File: src/yolo_pkg.sv
package yolo_pkg;

   // sizes
   localparam int ADDR_W     = 8;
   localparam int DATA_W     = 32;
   localparam int DATABUS_W  = 256;
   localparam int DATAPATH_W = 16;
   localparam int ACC_W      = 32;
   localparam int N_LANES    = 4;
   localparam int N_MACS     = 2;
   localparam int REG_IDX_W  = 2;

   // cpu address map
   localparam int CTRL_BIT = 7;
   localparam int CMD_BIT  = 6;
   localparam int UNIT_BIT = 6;

   localparam logic [REG_IDX_W-1:0] REG_RD_BASE = 2'd0;
   localparam logic [REG_IDX_W-1:0] REG_RD_LEN  = 2'd1;
   localparam logic [REG_IDX_W-1:0] REG_WR_BASE = 2'd0;

   // bytes of the write word that carry lane results
   localparam int RES_BYTES = N_LANES * ACC_W / 8;
   localparam logic [DATABUS_W/8-1:0] WR_STRB =
      {{(DATABUS_W/8 - RES_BYTES){1'b0}}, {RES_BYTES{1'b1}}};

   // beat layout
   localparam int BIAS_BITS = N_LANES * DATAPATH_W;
   localparam int MAC_BITS  = N_LANES * N_MACS * DATAPATH_W + N_MACS * DATAPATH_W;

   // register write towards one unit
   typedef struct packed {
      logic                 valid;
      logic [REG_IDX_W-1:0] idx;
      logic [DATA_W-1:0]    data;
   } cfg_wr_t;

   // first beat of a job, one bias per lane
   typedef struct packed {
      logic [DATABUS_W-BIAS_BITS-1:0]     rsvd;
      logic [N_LANES-1:0][DATAPATH_W-1:0] bias;
   } bias_beat_t;

   // following beats, weights lane-major then the shared activations
   typedef struct packed {
      logic [DATABUS_W-MAC_BITS-1:0]                  rsvd;
      logic [N_MACS-1:0][DATAPATH_W-1:0]              act;
      logic [N_LANES-1:0][N_MACS-1:0][DATAPATH_W-1:0] weight;
   } mac_beat_t;

   // one read word, decoded by beat position
   typedef union packed {
      bias_beat_t bias;
      mac_beat_t  mac;
   } rd_word_u;

   // work item for one lane
   typedef struct packed {
      logic                              valid;
      logic                              first;
      logic                              last;
      logic signed [DATAPATH_W-1:0]      bias;
      logic [N_MACS-1:0][DATAPATH_W-1:0] weight;
      logic [N_MACS-1:0][DATAPATH_W-1:0] act;
   } lane_flow_t;

endpackage

File: src/vec_read.sv
`timescale 1ns/1ps

module vec_read import yolo_pkg::*; (
   input  logic                     clk,
   input  logic                     rst,
   input  cfg_wr_t                  cfg,
   input  logic                     run,
   input  logic                     clear,
   input  logic                     rd_ready,
   input  rd_word_u                 rd_rdata,
   output logic                     rd_valid,
   output logic [DATA_W-1:0]        rd_addr,
   output lane_flow_t [N_LANES-1:0] flow,
   output logic                     read_done
);

   logic [DATA_W-1:0]                  base_q;
   logic [DATA_W-1:0]                  len_q;
   logic [DATA_W-1:0]                  beat_cnt;
   logic                               accept;
   logic                               is_bias;
   logic                               is_last;
   logic                               valid_q;
   logic                               first_q;
   logic                               last_q;
   logic [N_LANES-1:0][DATAPATH_W-1:0] bias_q;
   mac_beat_t                          mac_q;

   assign accept  = rd_valid & rd_ready;
   assign is_bias = (beat_cnt == '0);
   assign is_last = (beat_cnt == len_q);

   // configuration registers
   always_ff @(posedge clk, posedge rst) begin
      if (rst) begin
         base_q <= '0;
         len_q  <= '0;
      end else if (cfg.valid) begin
         if (cfg.idx == REG_RD_BASE) begin
            base_q <= cfg.data;
         end
         if (cfg.idx == REG_RD_LEN) begin
            len_q <= cfg.data;
         end
      end
   end

   // read sequencer, bias beat then len mac beats
   always_ff @(posedge clk, posedge rst) begin
      if (rst) begin
         rd_valid  <= 1'b0;
         rd_addr   <= '0;
         beat_cnt  <= '0;
         read_done <= 1'b0;
      end else if (run) begin
         rd_valid  <= 1'b1;
         rd_addr   <= base_q;
         beat_cnt  <= '0;
         read_done <= 1'b0;
      end else begin
         if (clear) begin
            read_done <= 1'b0;
         end
         if (accept) begin
            if (is_last) begin
               rd_valid  <= 1'b0;
               read_done <= 1'b1;
            end else begin
               rd_addr  <= rd_addr + 1'b1;
               beat_cnt <= beat_cnt + 1'b1;
            end
         end
      end
   end

   always_ff @(posedge clk, posedge rst) begin
      if (rst) begin
         valid_q <= 1'b0;
      end else begin
         valid_q <= accept;
      end
   end

   // beat decode through the union
   always_ff @(posedge clk) begin
      if (accept) begin
         if (is_bias) begin
            bias_q <= rd_rdata.bias.bias;
            // no products on the bias beat, a zero len job ends here
            mac_q   <= '0;
            first_q <= is_last;
         end else begin
            mac_q   <= rd_rdata.mac;
            first_q <= (beat_cnt == DATA_W'(1));
         end
         last_q <= is_last;
      end
   end

   // fan out to the lanes
   always_comb begin
      for (int k = 0; k < N_LANES; k++) begin
         flow[k].valid  = valid_q;
         flow[k].first  = first_q;
         flow[k].last   = last_q;
         flow[k].bias   = bias_q[k];
         flow[k].weight = mac_q.weight[k];
         flow[k].act    = mac_q.act;
      end
   end

endmodule

File: config.mk
export PLATFORM = sky130hd
export DESIGN_NAME = vec_read
export DESIGN_NICKNAME = d
export VERILOG_FILES = /design/src/yolo_pkg.sv /design/src/vec_read.sv
export SDC_FILE = /design/constraint.sdc
export NUM_CORES = 1
export LEC_CHECK = 0
export ABC_AREA = 1
export BUFFER_PORTS_ARGS = -buffer_cell sky130_fd_sc_hd__buf_4
export CAP_MARGIN = 40
export CORE_AREA = 2 2 255 257
export CTS_CLUSTER_SIZE = 8
export DETAILED_ROUTE_END_ITERATION = 8
export DIE_AREA = 0 0 257 259
export GPL_TIMING_DRIVEN = 0
export PLACE_DENSITY = 0.6
export REMOVE_ABC_BUFFERS = 1
export SYNTH_ARGS = -nofsm -noshare
export SYNTH_HDL_FRONTEND = slang
export SYNTH_SLANG_ARGS = --single-unit
File: constraint.sdc
create_clock -name clk -period 13.55 [get_ports clk]
set_input_delay 0 -clock clk [delete_from_list [all_inputs] [get_ports clk]]
set_output_delay 0 -clock clk [all_outputs]
set_load 0.05 [all_outputs]
**Word level (Yosys, flattened, before mapping)**

Index checks and enable logic that the tools add are counted.

- Output and inout bits: 366
- Bits in registers: 357
- Input bits: 296

- $add $sub $neg: 2
- Multiplexer cells: 14
- Reductions and logical operators: 9
- Equality and inequality tests: 4
- Bitwise gates (word level): 1

Operators by type and width:

| cell | count |
|---|---|
| $mux 32 | 6 |
| $add 32x1->32 const B | 2 |
| $eq 32x1->1 const B | 1 |
| $eq 32x32->1 | 1 |
| $logic_not 32->1 | 1 |
| $reduce_and 2->1 | 5 |
| $mux 1 | 8 |
| $reduce_bool 2->1 | 2 |
| $eq 2x1->1 const B | 1 |
| $logic_not 2->1 | 1 |
| $ne 2x2->1 const B | 1 |
| $and 1x1->1 | 1 |

**Depth between registers and ports, before layout**

Gate-level depths: netlist of the first run.

- Depth after elaboration: 4
- Gate-level depth with buffers: 12
- Depth with buffers taken out: 11

**Worst setup path before layout of the first run**

OpenSTA, ideal clock, no wires.

- Path type: reg-to-reg
- From: register rd_valid
- To: register valid_q
- Setup slack: 7.311 ns
- Data arrival time: 5.609 ns
- Buffers on the path: 1
- Stages on the path, launching flop included: 4
- Library setup time: 0.630 ns
- Period minus slack after synthesis: 6.239 ns
- Path through: dfrtp_1 nand2_1 inv_1 clkbuf_1

- Cells in the longest elaborated chain, start to end: 1

Ends and longest elaborated chain:

| what | RTL line | text |
|---|---|---|
| from (decl) | vec_read.sv:11 | `output logic rd_valid,` |
| from (signal assigned) | vec_read.sv:51 | `rd_valid <= 1'b0;` |
| from (signal assigned) | vec_read.sv:56 | `rd_valid <= 1'b1;` |
| from (signal assigned) | vec_read.sv:66 | `rd_valid <= 1'b0;` |
| $and 1x1->1 | vec_read.sv:29 | `assign accept = rd_valid & rd_ready;` |
| via accept | vec_read.sv:20 | `logic accept;` |
| to (signal assigned) | vec_read.sv:80 | `valid_q <= accept;` |
| to (decl) | vec_read.sv:23 | `logic valid_q;` |

The timed path passes the listed nets, and every way through them passes these cells.
A chain may end at the register's enable or synchronous reset.

**Final worst setup path of the first run**

- From: register beat_cnt[16]
- To: register mac_q, in the netlist flow[208] (data pin)

- Cells in the longest elaborated chain, start to end: 1

Ends and longest elaborated chain:

| what | RTL line | text |
|---|---|---|
| from (decl) | vec_read.sv:19 | `logic [DATA_W-1:0] beat_cnt;` |
| from (signal assigned) | vec_read.sv:70 | `beat_cnt <= beat_cnt + 1'b1;` |
| $logic_not 32->1 | vec_read.sv:30 | `assign is_bias = (beat_cnt == '0);` |
| to (signal assigned) | vec_read.sv:93 | `mac_q <= rd_rdata.mac;` |
| to (decl) | vec_read.sv:27 | `mac_beat_t mac_q;` |

Every way passes these cells.

==> results of run 1 <==
==> registers in the layout (all words and copies together), names as in the netlist <==
register / flops
first_q: 1
rd_valid: 1
read_done: 1
last_q: 1
valid_q: 1
beat_cnt: 32
base_q: 32
rd_addr: 32
len_q: 32
flow: 224
==> layout make-up <==
class	instances	area, sq um	share of cell area
multi-input combinational	1049	4650	0.188
clock inverter	3	40.0	0.00162
antenna	2	5.00	0.000202
sequential	357	10100	0.407
tap	855	1070	0.0432
clock buffer	61	1360	0.0548
inverter	265	1010	0.0408
timing repair buffer	777	6550	0.265
==> final timing paths <==
| path | slack (ns) | to | from |
|---|---|---|---|
| min reg2reg | 0.48 | base_q[11] | base_q[11] |
| min | 0.02 | rd_addr[1] | rst |
| max in group asynchronous | 12.73 | base_q[30] | rst |
| max | 10.55 | flow[208] | beat_cnt[16] |
| max reg2reg | 10.55 | flow[208] | beat_cnt[16] |
| min in group clk | 0.04 | base_q[10] | cfg[33] |
==> logic make-up after synthesis <==
kind of cell               synth area share
adders and majority gates           0.00296
DFF                                   0.595
AOI/OAI and AO/OA                    0.0252
buffers and inverters                 0.131
xor gates and xnor gates             0.0223
and+or+nand+nor                       0.224
==> placed cells by master, fill, tap and decap left out, drive strengths merged, types with 28 or more instances in the layout <==
| master | instances |
|---|---|
| buf | 580 |
| nand2 | 420 |
| nor2 | 294 |
| inv | 265 |
| edfxtp | 226 |
| dlygate4sd3 | 197 |
| nand3 | 181 |
| dfrtp | 131 |
| o21ai | 74 |
| clkbuf | 61 |
| xnor2 | 28 |
==> power breakdown <==
part	leakage (nW)	switching, mW	internal [mW]	total, mW
clock	0.685	0.459	0.707	1.17
combinational	7.14	0.597	0.280	0.877
sequential	3.96	0.0825	1.29	1.37
total	11.8	1.14	2.27	3.41
==> repair_timing <==
| item | in CTS | in global routing |
|---|---|---|
| hold buffers | 197 | 0 |
| endpoints found under the hold margin | 420 | 0 |
| gates resized for setup | 0 | 0 |
==> through the flow <==
| step | hold slack (ns) | cells | utilization | area (sq um) | setup WS [ns] |
|---|---|---|---|---|---|
| 3_5_place_dp | 0.0652 | 3106 | 0.335 | 21400 | 10.55 |
| 5_1_grt | 0.0396 | 3369 | 0.387 | 24700 | 10.44 |
| 4_1_cts | 0.00762 | 3367 | 0.387 | 24700 | 10.55 |
| 6_report | 0.0235 | 3369 | 0.387 | 24700 | 10.55 |
| 3_3_place_gp | 0.188 | 3091 | 0.329 | 21000 | 5.13 |
| 2_1_floorplan | 0.0631 | 1671 | - | 15700 | 8.28 |
==> layer usage <==
layer	wire, microns	GRT usage	vias up
met2	32500	0.333	457
met4	1600	0.0520	0
met3	3760	0.0392	95
li1	-	-	6995
met1	22400	0.192	6690
met5	0	0	-
==> worst min-delay path: cells and delay by family <==
kind | cells | cell delay [ns]
buffers and inverters | 3 | 1.02
==> impl_metrics.toml, run 1 <==
[floorplanning]
die-area_sq_um = 66600
die_h_microns = 259
core_area_sq_um = 63900
die_x_microns = 257
start_util = 0.265
boundaryPins = 662
rows = 93

[placed_design]
gp_congestion = 0.910
place_hpwl_microns = 45000
portBuffers = 565

[flow_run]
maxCapViolations = 0

[clocking]
cts_buffers = 51
insertion_delay_ns = 0.57
cts_tree = "done"
root_buffer = "clkbuf_16"
htreeDepth = 2
post-cts-setup-buffer-count = 0
clock-sinks = 357
path_clk_slew_ns = 0.05
clock_path_buffers = 3

[route]
vias = 14200
drt_drc_violations_left = 0
dr.pass1.iters = 5
via_per_inst = 4.23
wire_per_inst_microns = 17.9
drt_wl_total_microns = 60300
ant_nets = 0
drt_iter0_markers = 966

[global_routing]
antenna_found_initial = 9
gr-total-overflow = 0
grt_pass1_wl_microns = 87600
grt_pass1_vias = 13800
track_usage = 0.175
grt_max_degree = 107

[pwr]
peakVddDrop_v = 0.0000817
powerDensity_nw_per_um2 = 138
leakage_nw = 11.8
p_total_mw = 3.41

[finish]
drive_gt1_frac = 0.262
syn2layout_area_growth_pct = 46.3
nFillCells = 6352
nNetsFinal = 2801

[logic_synthesis]
yosys.cell_count.top_type = "nand2_1"
yosysTopAreaCell = "edfxtp_1"
netlist_top_cells_count = "418 x nand2_1, 288 x nor2_1, 265 x inv_1"
yosys.area.top_type_share = 0.401
async_reset_ff_frac = 0.367
synth.area.top_cells = "edfxtp_1 40%, dfrtp_1 19%, nand2_1 9.3%"
netlist_instances = 1856
yosys_register_bits = 357
postSynthAreaPerCell_sq_um = 9.11
synth-edff-count = 226
ys.warnings.count = 0
syn_area_sq_um = 16900
yosysSeqAreaShare = 0.595
synth_top_flop_cell = "edfxtp_1"
synth_cell_types = 29

[min_path]
hold_class = "input pin to asynchronous set/reset pin"

[timing]
fmax_ghz = 0.334
hold_viol = 0
setup_violations = 0
drv_slew = 0
rsz0062_at_grt = "no"
period_needed_ns = 3.00
tightest_slew_ns = 0.802
skew_ns = 0.0189
final.period_utilization = 0.221
relSlewSlack = 0.464
setup_tns_ns = 0

[worst_setup_path]
cpPeakStageDelay_ns = 0.51
critPathKind = "flip-flop to flip-flop"
crit_fanout = 33
path_depth = 8
cp-end-kind = "flip-flop"
required_ns = 13.85
crit_path_cell_trace = "nor4_1 -> nand3_1 -> nor2_4 -> buf_12 -> buf_12 -> buf_12 -> buf_12 -> nor2_1"
worstRegToRegCells = 8
startpoint_type = "flip-flop"
crit_slowest_cell = "nor2_4"
arrival_ns = 3.30
critPathBufInv = 4
path_delay_family = "simple AND/OR/NAND/NOR gates"
critPathMostFrequentCell = "buf_12"

[status]
status = "completed"
(Power assumes the default switching activity.)
==> run 2: changes to the inputs <==
Settings changed: ABC_AREA 1 to 0, CORE_AREA 2 2 255 257 to 2 2 260 262, DIE_AREA 0 0 257 259 to 0 0 262 264, PLACE_DENSITY 0.6 to 0.58.
Clock period 13.55 ns to 2.7 ns, I/O delays scaled along.
==> run 2 against run 1 <==
Final cell count decreased by 19%; via count decreased by 15%; utilization decreased by 3.1 points; area after synthesis decreased by 8.1%; final area decreased by 4.3%; largest cell class unchanged; critical path type unchanged; critical path depth unchanged.
==> impl_metrics.toml, run 2 <==
[route]
vias = 12100
drt_drc_violations_left = 0
wire_per_inst_microns = 23.1
via_per_inst = 4.41
ant_nets = 0
drt_wl_total_microns = 63200
drt_iter0_markers = 799
dr.pass1.iters = 5

[worst_setup_path]
critPathBufInv = 2
cpPeakStageDelay_ns = 0.46
startpoint_type = "flip-flop"
crit_path_cell_trace = "xor2_1 -> nor4_1 -> and4_4 -> buf_8 -> a21oi_4 -> buf_6 -> and4_1 -> mux2_1"
crit_fanout = 20
arrival_ns = 3.08
required_ns = 3.18
critPathKind = "flip-flop to flip-flop"
path_delay_family = "simple AND/OR/NAND/NOR gates"
cp-end-kind = "flip-flop"
crit_slowest_cell = "dfrtp_1"

[timing]
hold_viol = 0
setup_tns_ns = 0
period_needed_ns = 2.61
tightest_slew_ns = 0.821
holdWs_ns = 0.0695
setup_violations = 0
fmax_ghz = 0.383
final.period_utilization = 0.966
drv_slew = 0
rsz0062_at_grt = "no"
relSlewSlack = 0.448
skew_ns = 0.0244

[finish]
nFillCells = 6523
layout_common_cells = "570 x buf_4, 226 x edfxtp_1, 201 x dlygate4sd3_1"
multi_input_area_sq_um = 4430
fin_area_sq_um = 23700
layout_commonest_cell = "buf_4"
drive_gt1_frac = 0.403
nNetsFinal = 2137
seqCellArea_sq_um = 10100
syn2layout_area_growth_pct = 52.4
largest_register_ffs = 224

[placed_design]
portBuffers = 565
gp_congestion = 0.906
place_hpwl_microns = 47400
placed_area_sq_um = 20100

[logic_synthesis]
yosysTopAreaCell = "edfxtp_1"
yosys.cell_count.top_type = "edfxtp_1"
yosysSeqAreaShare = 0.648
async_reset_ff_frac = 0.367
synth-edff-count = 226
postSynthAreaPerCell_sq_um = 13.4
syn_area_sq_um = 15500
synth_top_flop_cell = "edfxtp_1"
yosys.area.top_type_share = 0.437
synth.area.top_cells = "edfxtp_1 44%, dfrtp_1 21%, nor2b_1 6.9%"
ys.warnings.count = 0
yosys_register_bits = 357
synth_cell_types = 57
netlist_top_cells_count = "226 x edfxtp_1, 172 x nor2b_1, 131 x dfrtp_1"
netlist_instances = 1162

[clocking]
cts_tree = "done"
root_buffer = "clkbuf_16"
cts_buffers = 52
clock_path_buffers = 3
path_clk_slew_ns = 0.05
clock-sinks = 357
insertion_delay_ns = 0.60
htreeDepth = 2

[global_routing]
grt_pass1_vias = 12200
antenna_found_initial = 25
track_usage = 0.175
grt_max_degree = 114
grt_pass1_wl_microns = 87300
gr-total-overflow = 0

[floorplanning]
die-area_sq_um = 69200
boundaryPins = 662
rows = 95
die_x_microns = 262
core_area_sq_um = 66600
die_h_microns = 264
start_util = 0.233

[status]
status = "completed"

[pwr]
powerDensity_nw_per_um2 = 731
peakVddDrop_v = 0.000528
leakage_nw = 9.79

[min_path]
hold_class = "input pin to asynchronous set/reset pin"

[flow_run]
maxCapViolations = 0
## run 2: cell types whose count changed in the layout (fill, tap and decap cells not counted), moves of 12 or more
cell     previous run  this run
a21oi_1             5        23
inv_1             262         7
mux2_2              0        67
nand2_1           416        52
nand3_1           180        25
nand4_1            11        31
nor2_1            287        42
nor2b_1             0       172
nor3_1              1        13
o21ai_0            74        10
o21ai_1             0        19
xor2_1             15        37
## run 2: tightest hold or removal path, delay by kind of cell
kind                   cells  cell delay, ns
buffers and inverters      3            1.14
## run 2: worst paths after layout
kind / startpoint / to / cells past startpoint / slack (ns)
worst min-delay path: rst / rd_addr[26] / 3 / 0.07
min in group clk: cfg[32] / len_q[2] / 4 / 0.08
worst min register to register: base_q[12] / rd_addr[12] / 2 / 0.49
max in group asynchronous: rst / len_q[0] / 4 / 1.87
worst max-delay path: beat_cnt[24] / beat_cnt[24] / 8 / 0.09
worst max register to register: beat_cnt[24] / beat_cnt[24] / 8 / 0.09
## run 2: report_power, final
group	switching [mW]	internal (mW)	total, mW
clock network	2.44	3.51	5.95
logic	2.95	1.47	4.42
registers	0.455	6.50	6.96
## run 2: kinds of logic (layout without fill, tap and decap cells)
logic type / count (synthesis) / in the layout / synth area share
AND/OR/NAND/NOR: 389 / 392 / 0.143
flip-flops: 357 / 357 / 0.648
buffers and inverters: 176 / 861 / 0.0724
AO/OA/AOI/OAI: 98 / 98 / 0.0439
multiplexers: 73 / 73 / 0.0533
XOR/XNOR: 65 / 65 / 0.0366
adder cells (fa/ha/maj): 4 / 4 / 0.00322
other: 0 / 12 / 0
## run 2: cell type report
class / instances / area share
tap: 873 / 0.0461
sequential: 357 / 0.425
clock inverter: 5 / 0.00343
multi-input combinational: 632 / 0.187
clock buffer: 62 / 0.0574
antenna: 12 / 0.00127
timing repair buffer: 784 / 0.277
inverter: 10 / 0.00291
## run 2: layer usage
metal | track usage | up-vias | part of all wire
met1 | 0.199 | 6057 | 0.37
met2 | 0.309 | 505 | 0.51
met4 | 0.0576 | 14 | 0.032
met3 | 0.0529 | 121 | 0.082
li1 | - | 5361 | -
met5 | 0 | - | 0.0016
## run 2: what timing repair did
item,4_1_cts,5_1_grt
buffers inserted,1,0
setup endpoints to repair,12,55
resized for setup,7,5
hold buffers,201,0
cloned,2,1
pin swaps,4,1
hold endpoints to repair,398,0
## run 2: stage by stage
stage,std cells,setup slack (ns),power [mW],util
after global routing,2729,0.000688,18.0,0.356
after detailed placement,2451,-0.213,11.2,0.302
final,2735,0.0916,17.3,0.356
after CTS,2722,0.0181,17.5,0.355
after global placement,2434,-7.64,11.2,0.297
after floorplan,996,-4.29,9.50,-
==> run 3: changes to the inputs <==
Settings changed: PLACE_DENSITY 0.58 to 0.45.
Clock period 2.7 ns to 3.3 ns, I/O delays scaled along.
==> run 3 against run 2 <==
Clock skew decreased by 0.0069 ns; highest routed layer unchanged; wire length decreased by 1.2%; power decreased by 19%; worst setup slack improved by 0.045 ns; critical endpoint is now rd_addr[18]; first-iteration DRC count increased by 4.3%; global-route usage about the same; register-to-register slack improved by 0.05 ns; combinational power decreased by 19%; clock power decreased by 19%; final area decreased by 0.59%; non-clock buffer count decreased by 4.
==> impl_metrics.toml, run 3 (synthesis gave the netlist of run 2 again) <==
[floorplanning]
die_h_microns = 264
rows = 95
core_area_sq_um = 66600
die-area_sq_um = 69200
start_util = 0.233
boundaryPins = 662
die_x_microns = 262

[route]
wire_per_inst_microns = 22.9
drt_wl_total_microns = 62400
ant_nets = 0
via_per_inst = 4.33
drt_drc_violations_left = 0
dr.pass1.iters = 5
drt_iter0_markers = 833
vias = 11800

[global_routing]
grt_max_degree = 110
antenna_found_initial = 26
grt_pass1_vias = 12100
gr-total-overflow = 0
grt_pass1_wl_microns = 87400
track_usage = 0.175

[timing]
drv_slew = 0
setup_violations = 0
final.period_utilization = 0.959
rsz0062_at_grt = "no"
skew_ns = 0.0175
tightest_slew_ns = 0.886
relSlewSlack = 0.404
period_needed_ns = 3.16
fmax_ghz = 0.316
setup_ws_ns = 0.137
hold_viol = 0

[clocking]
cts_buffers = 51
post-cts-setup-buffer-count = 0
cts_tree = "done"
clock_path_buffers = 3
path_clk_slew_ns = 0.06
root_buffer = "clkbuf_16"
clock-sinks = 357
insertion_delay_ns = 0.59
htreeDepth = 2

[worst_setup_path]
arrival_ns = 3.66
cp-end-kind = "flip-flop"
required_ns = 3.80
crit_fanout = 109
startpoint_type = "flip-flop"
critPathKind = "flip-flop to flip-flop"

[status]
status = "completed"

[pwr]
powerDensity_nw_per_um2 = 597
leakage_nw = 9.75
peakVddDrop_v = 0.000365

[finish]
seqCellArea_sq_um = 10100
stdcell_count = 2721
layout_common_cells = "568 x buf_4, 226 x edfxtp_1, 200 x dlygate4sd3_1"
syn2layout_area_growth_pct = 51.5
drive_gt1_frac = 0.398
layout_commonest_cell = "buf_4"
nFillCells = 6620
multi_input_area_sq_um = 4370
nNetsFinal = 2130
largest_register_ffs = 224

[placed_design]
portBuffers = 565
place_hpwl_microns = 47400
gp_congestion = 0.855
dp_worst_setup_slack_ns = 0.0759
place_inst = 2449

[flow_run]
maxCapViolations = 0

[min_path]
hold_class = "input pin to asynchronous set/reset pin"
[run 3: area by class of cell]
cell class,count,share of cell area
antenna,6,0.000638
clock buffer,60,0.0569
clock inverter,5,0.00260
inverter,10,0.00292
multi-input combinational,629,0.186
sequential,357,0.427
tap,873,0.0464
timing repair buffer,780,0.277
timing repair inverter,1,0.000372
[run 3: final timing paths]
path | to | slack [ns] | cells after the start | start
max in group asynchronous | len_q[22] | 2.40 | 4 | rst
worst max register to register | rd_addr[18] | 0.14 | 7 | rd_valid
worst max-delay path | rd_addr[18] | 0.14 | 7 | rd_valid
min in group clk | flow[159] | 0.14 | 2 | rd_rdata[28]
worst min register to register | rd_addr[13] | 0.47 | 2 | base_q[13]
worst min-delay path | rd_addr[25] | 0.13 | 3 | rst
[run 3: worst max-delay path, cell delays in order (launching register included)]
cell       delay, ns
dfrtp_1         0.36
nand2_1         0.38
bufinv_16       0.46
buf_16          0.34
o21ai_4         0.29
buf_8           0.24
or4_1           0.49
a31oi_1         0.17
[run 3: layer usage]
layer / track usage / wire (microns) / vias up
li1: - / - / 5355
met1: 0.197 / 23500 / 5873
met2: 0.320 / 33000 / 432
met3: 0.0499 / 4570 / 103
met4: 0.0412 / 1310 / 10
met5: 0 / 60 / -
[run 3: what timing repair did]
action	in CTS	in global routing
endpoints found under the hold margin	401	0
gates resized for setup	0	3
setup endpoints to repair	0	4
hold buffers	200	0
[run 3: power by group]
group | leakage (nW) | total [mW] | internal [mW] | switching [mW]
Sequential | 3.89 | 5.68 | 5.32 | 0.368
Clock | 0.686 | 4.81 | 2.82 | 1.99
Combinational | 5.17 | 3.56 | 1.19 | 2.37
[run 3: per-stage QoR]
step	util	power, mW	cell area [sq um]	setup TNS (ns)	hold WS (ns)
6_report	0.354	14.1	23500	0	0.135
3_5_place_dp	0.302	9.14	20100	0	0.188
3_3_place_gp	0.297	9.15	19800	-2338.55	0.185
5_1_grt	0.354	14.7	23500	0	0.117
2_1_floorplan	-	7.78	14500	-795.83	0.0631
4_1_cts	0.353	14.3	23500	0	0.104
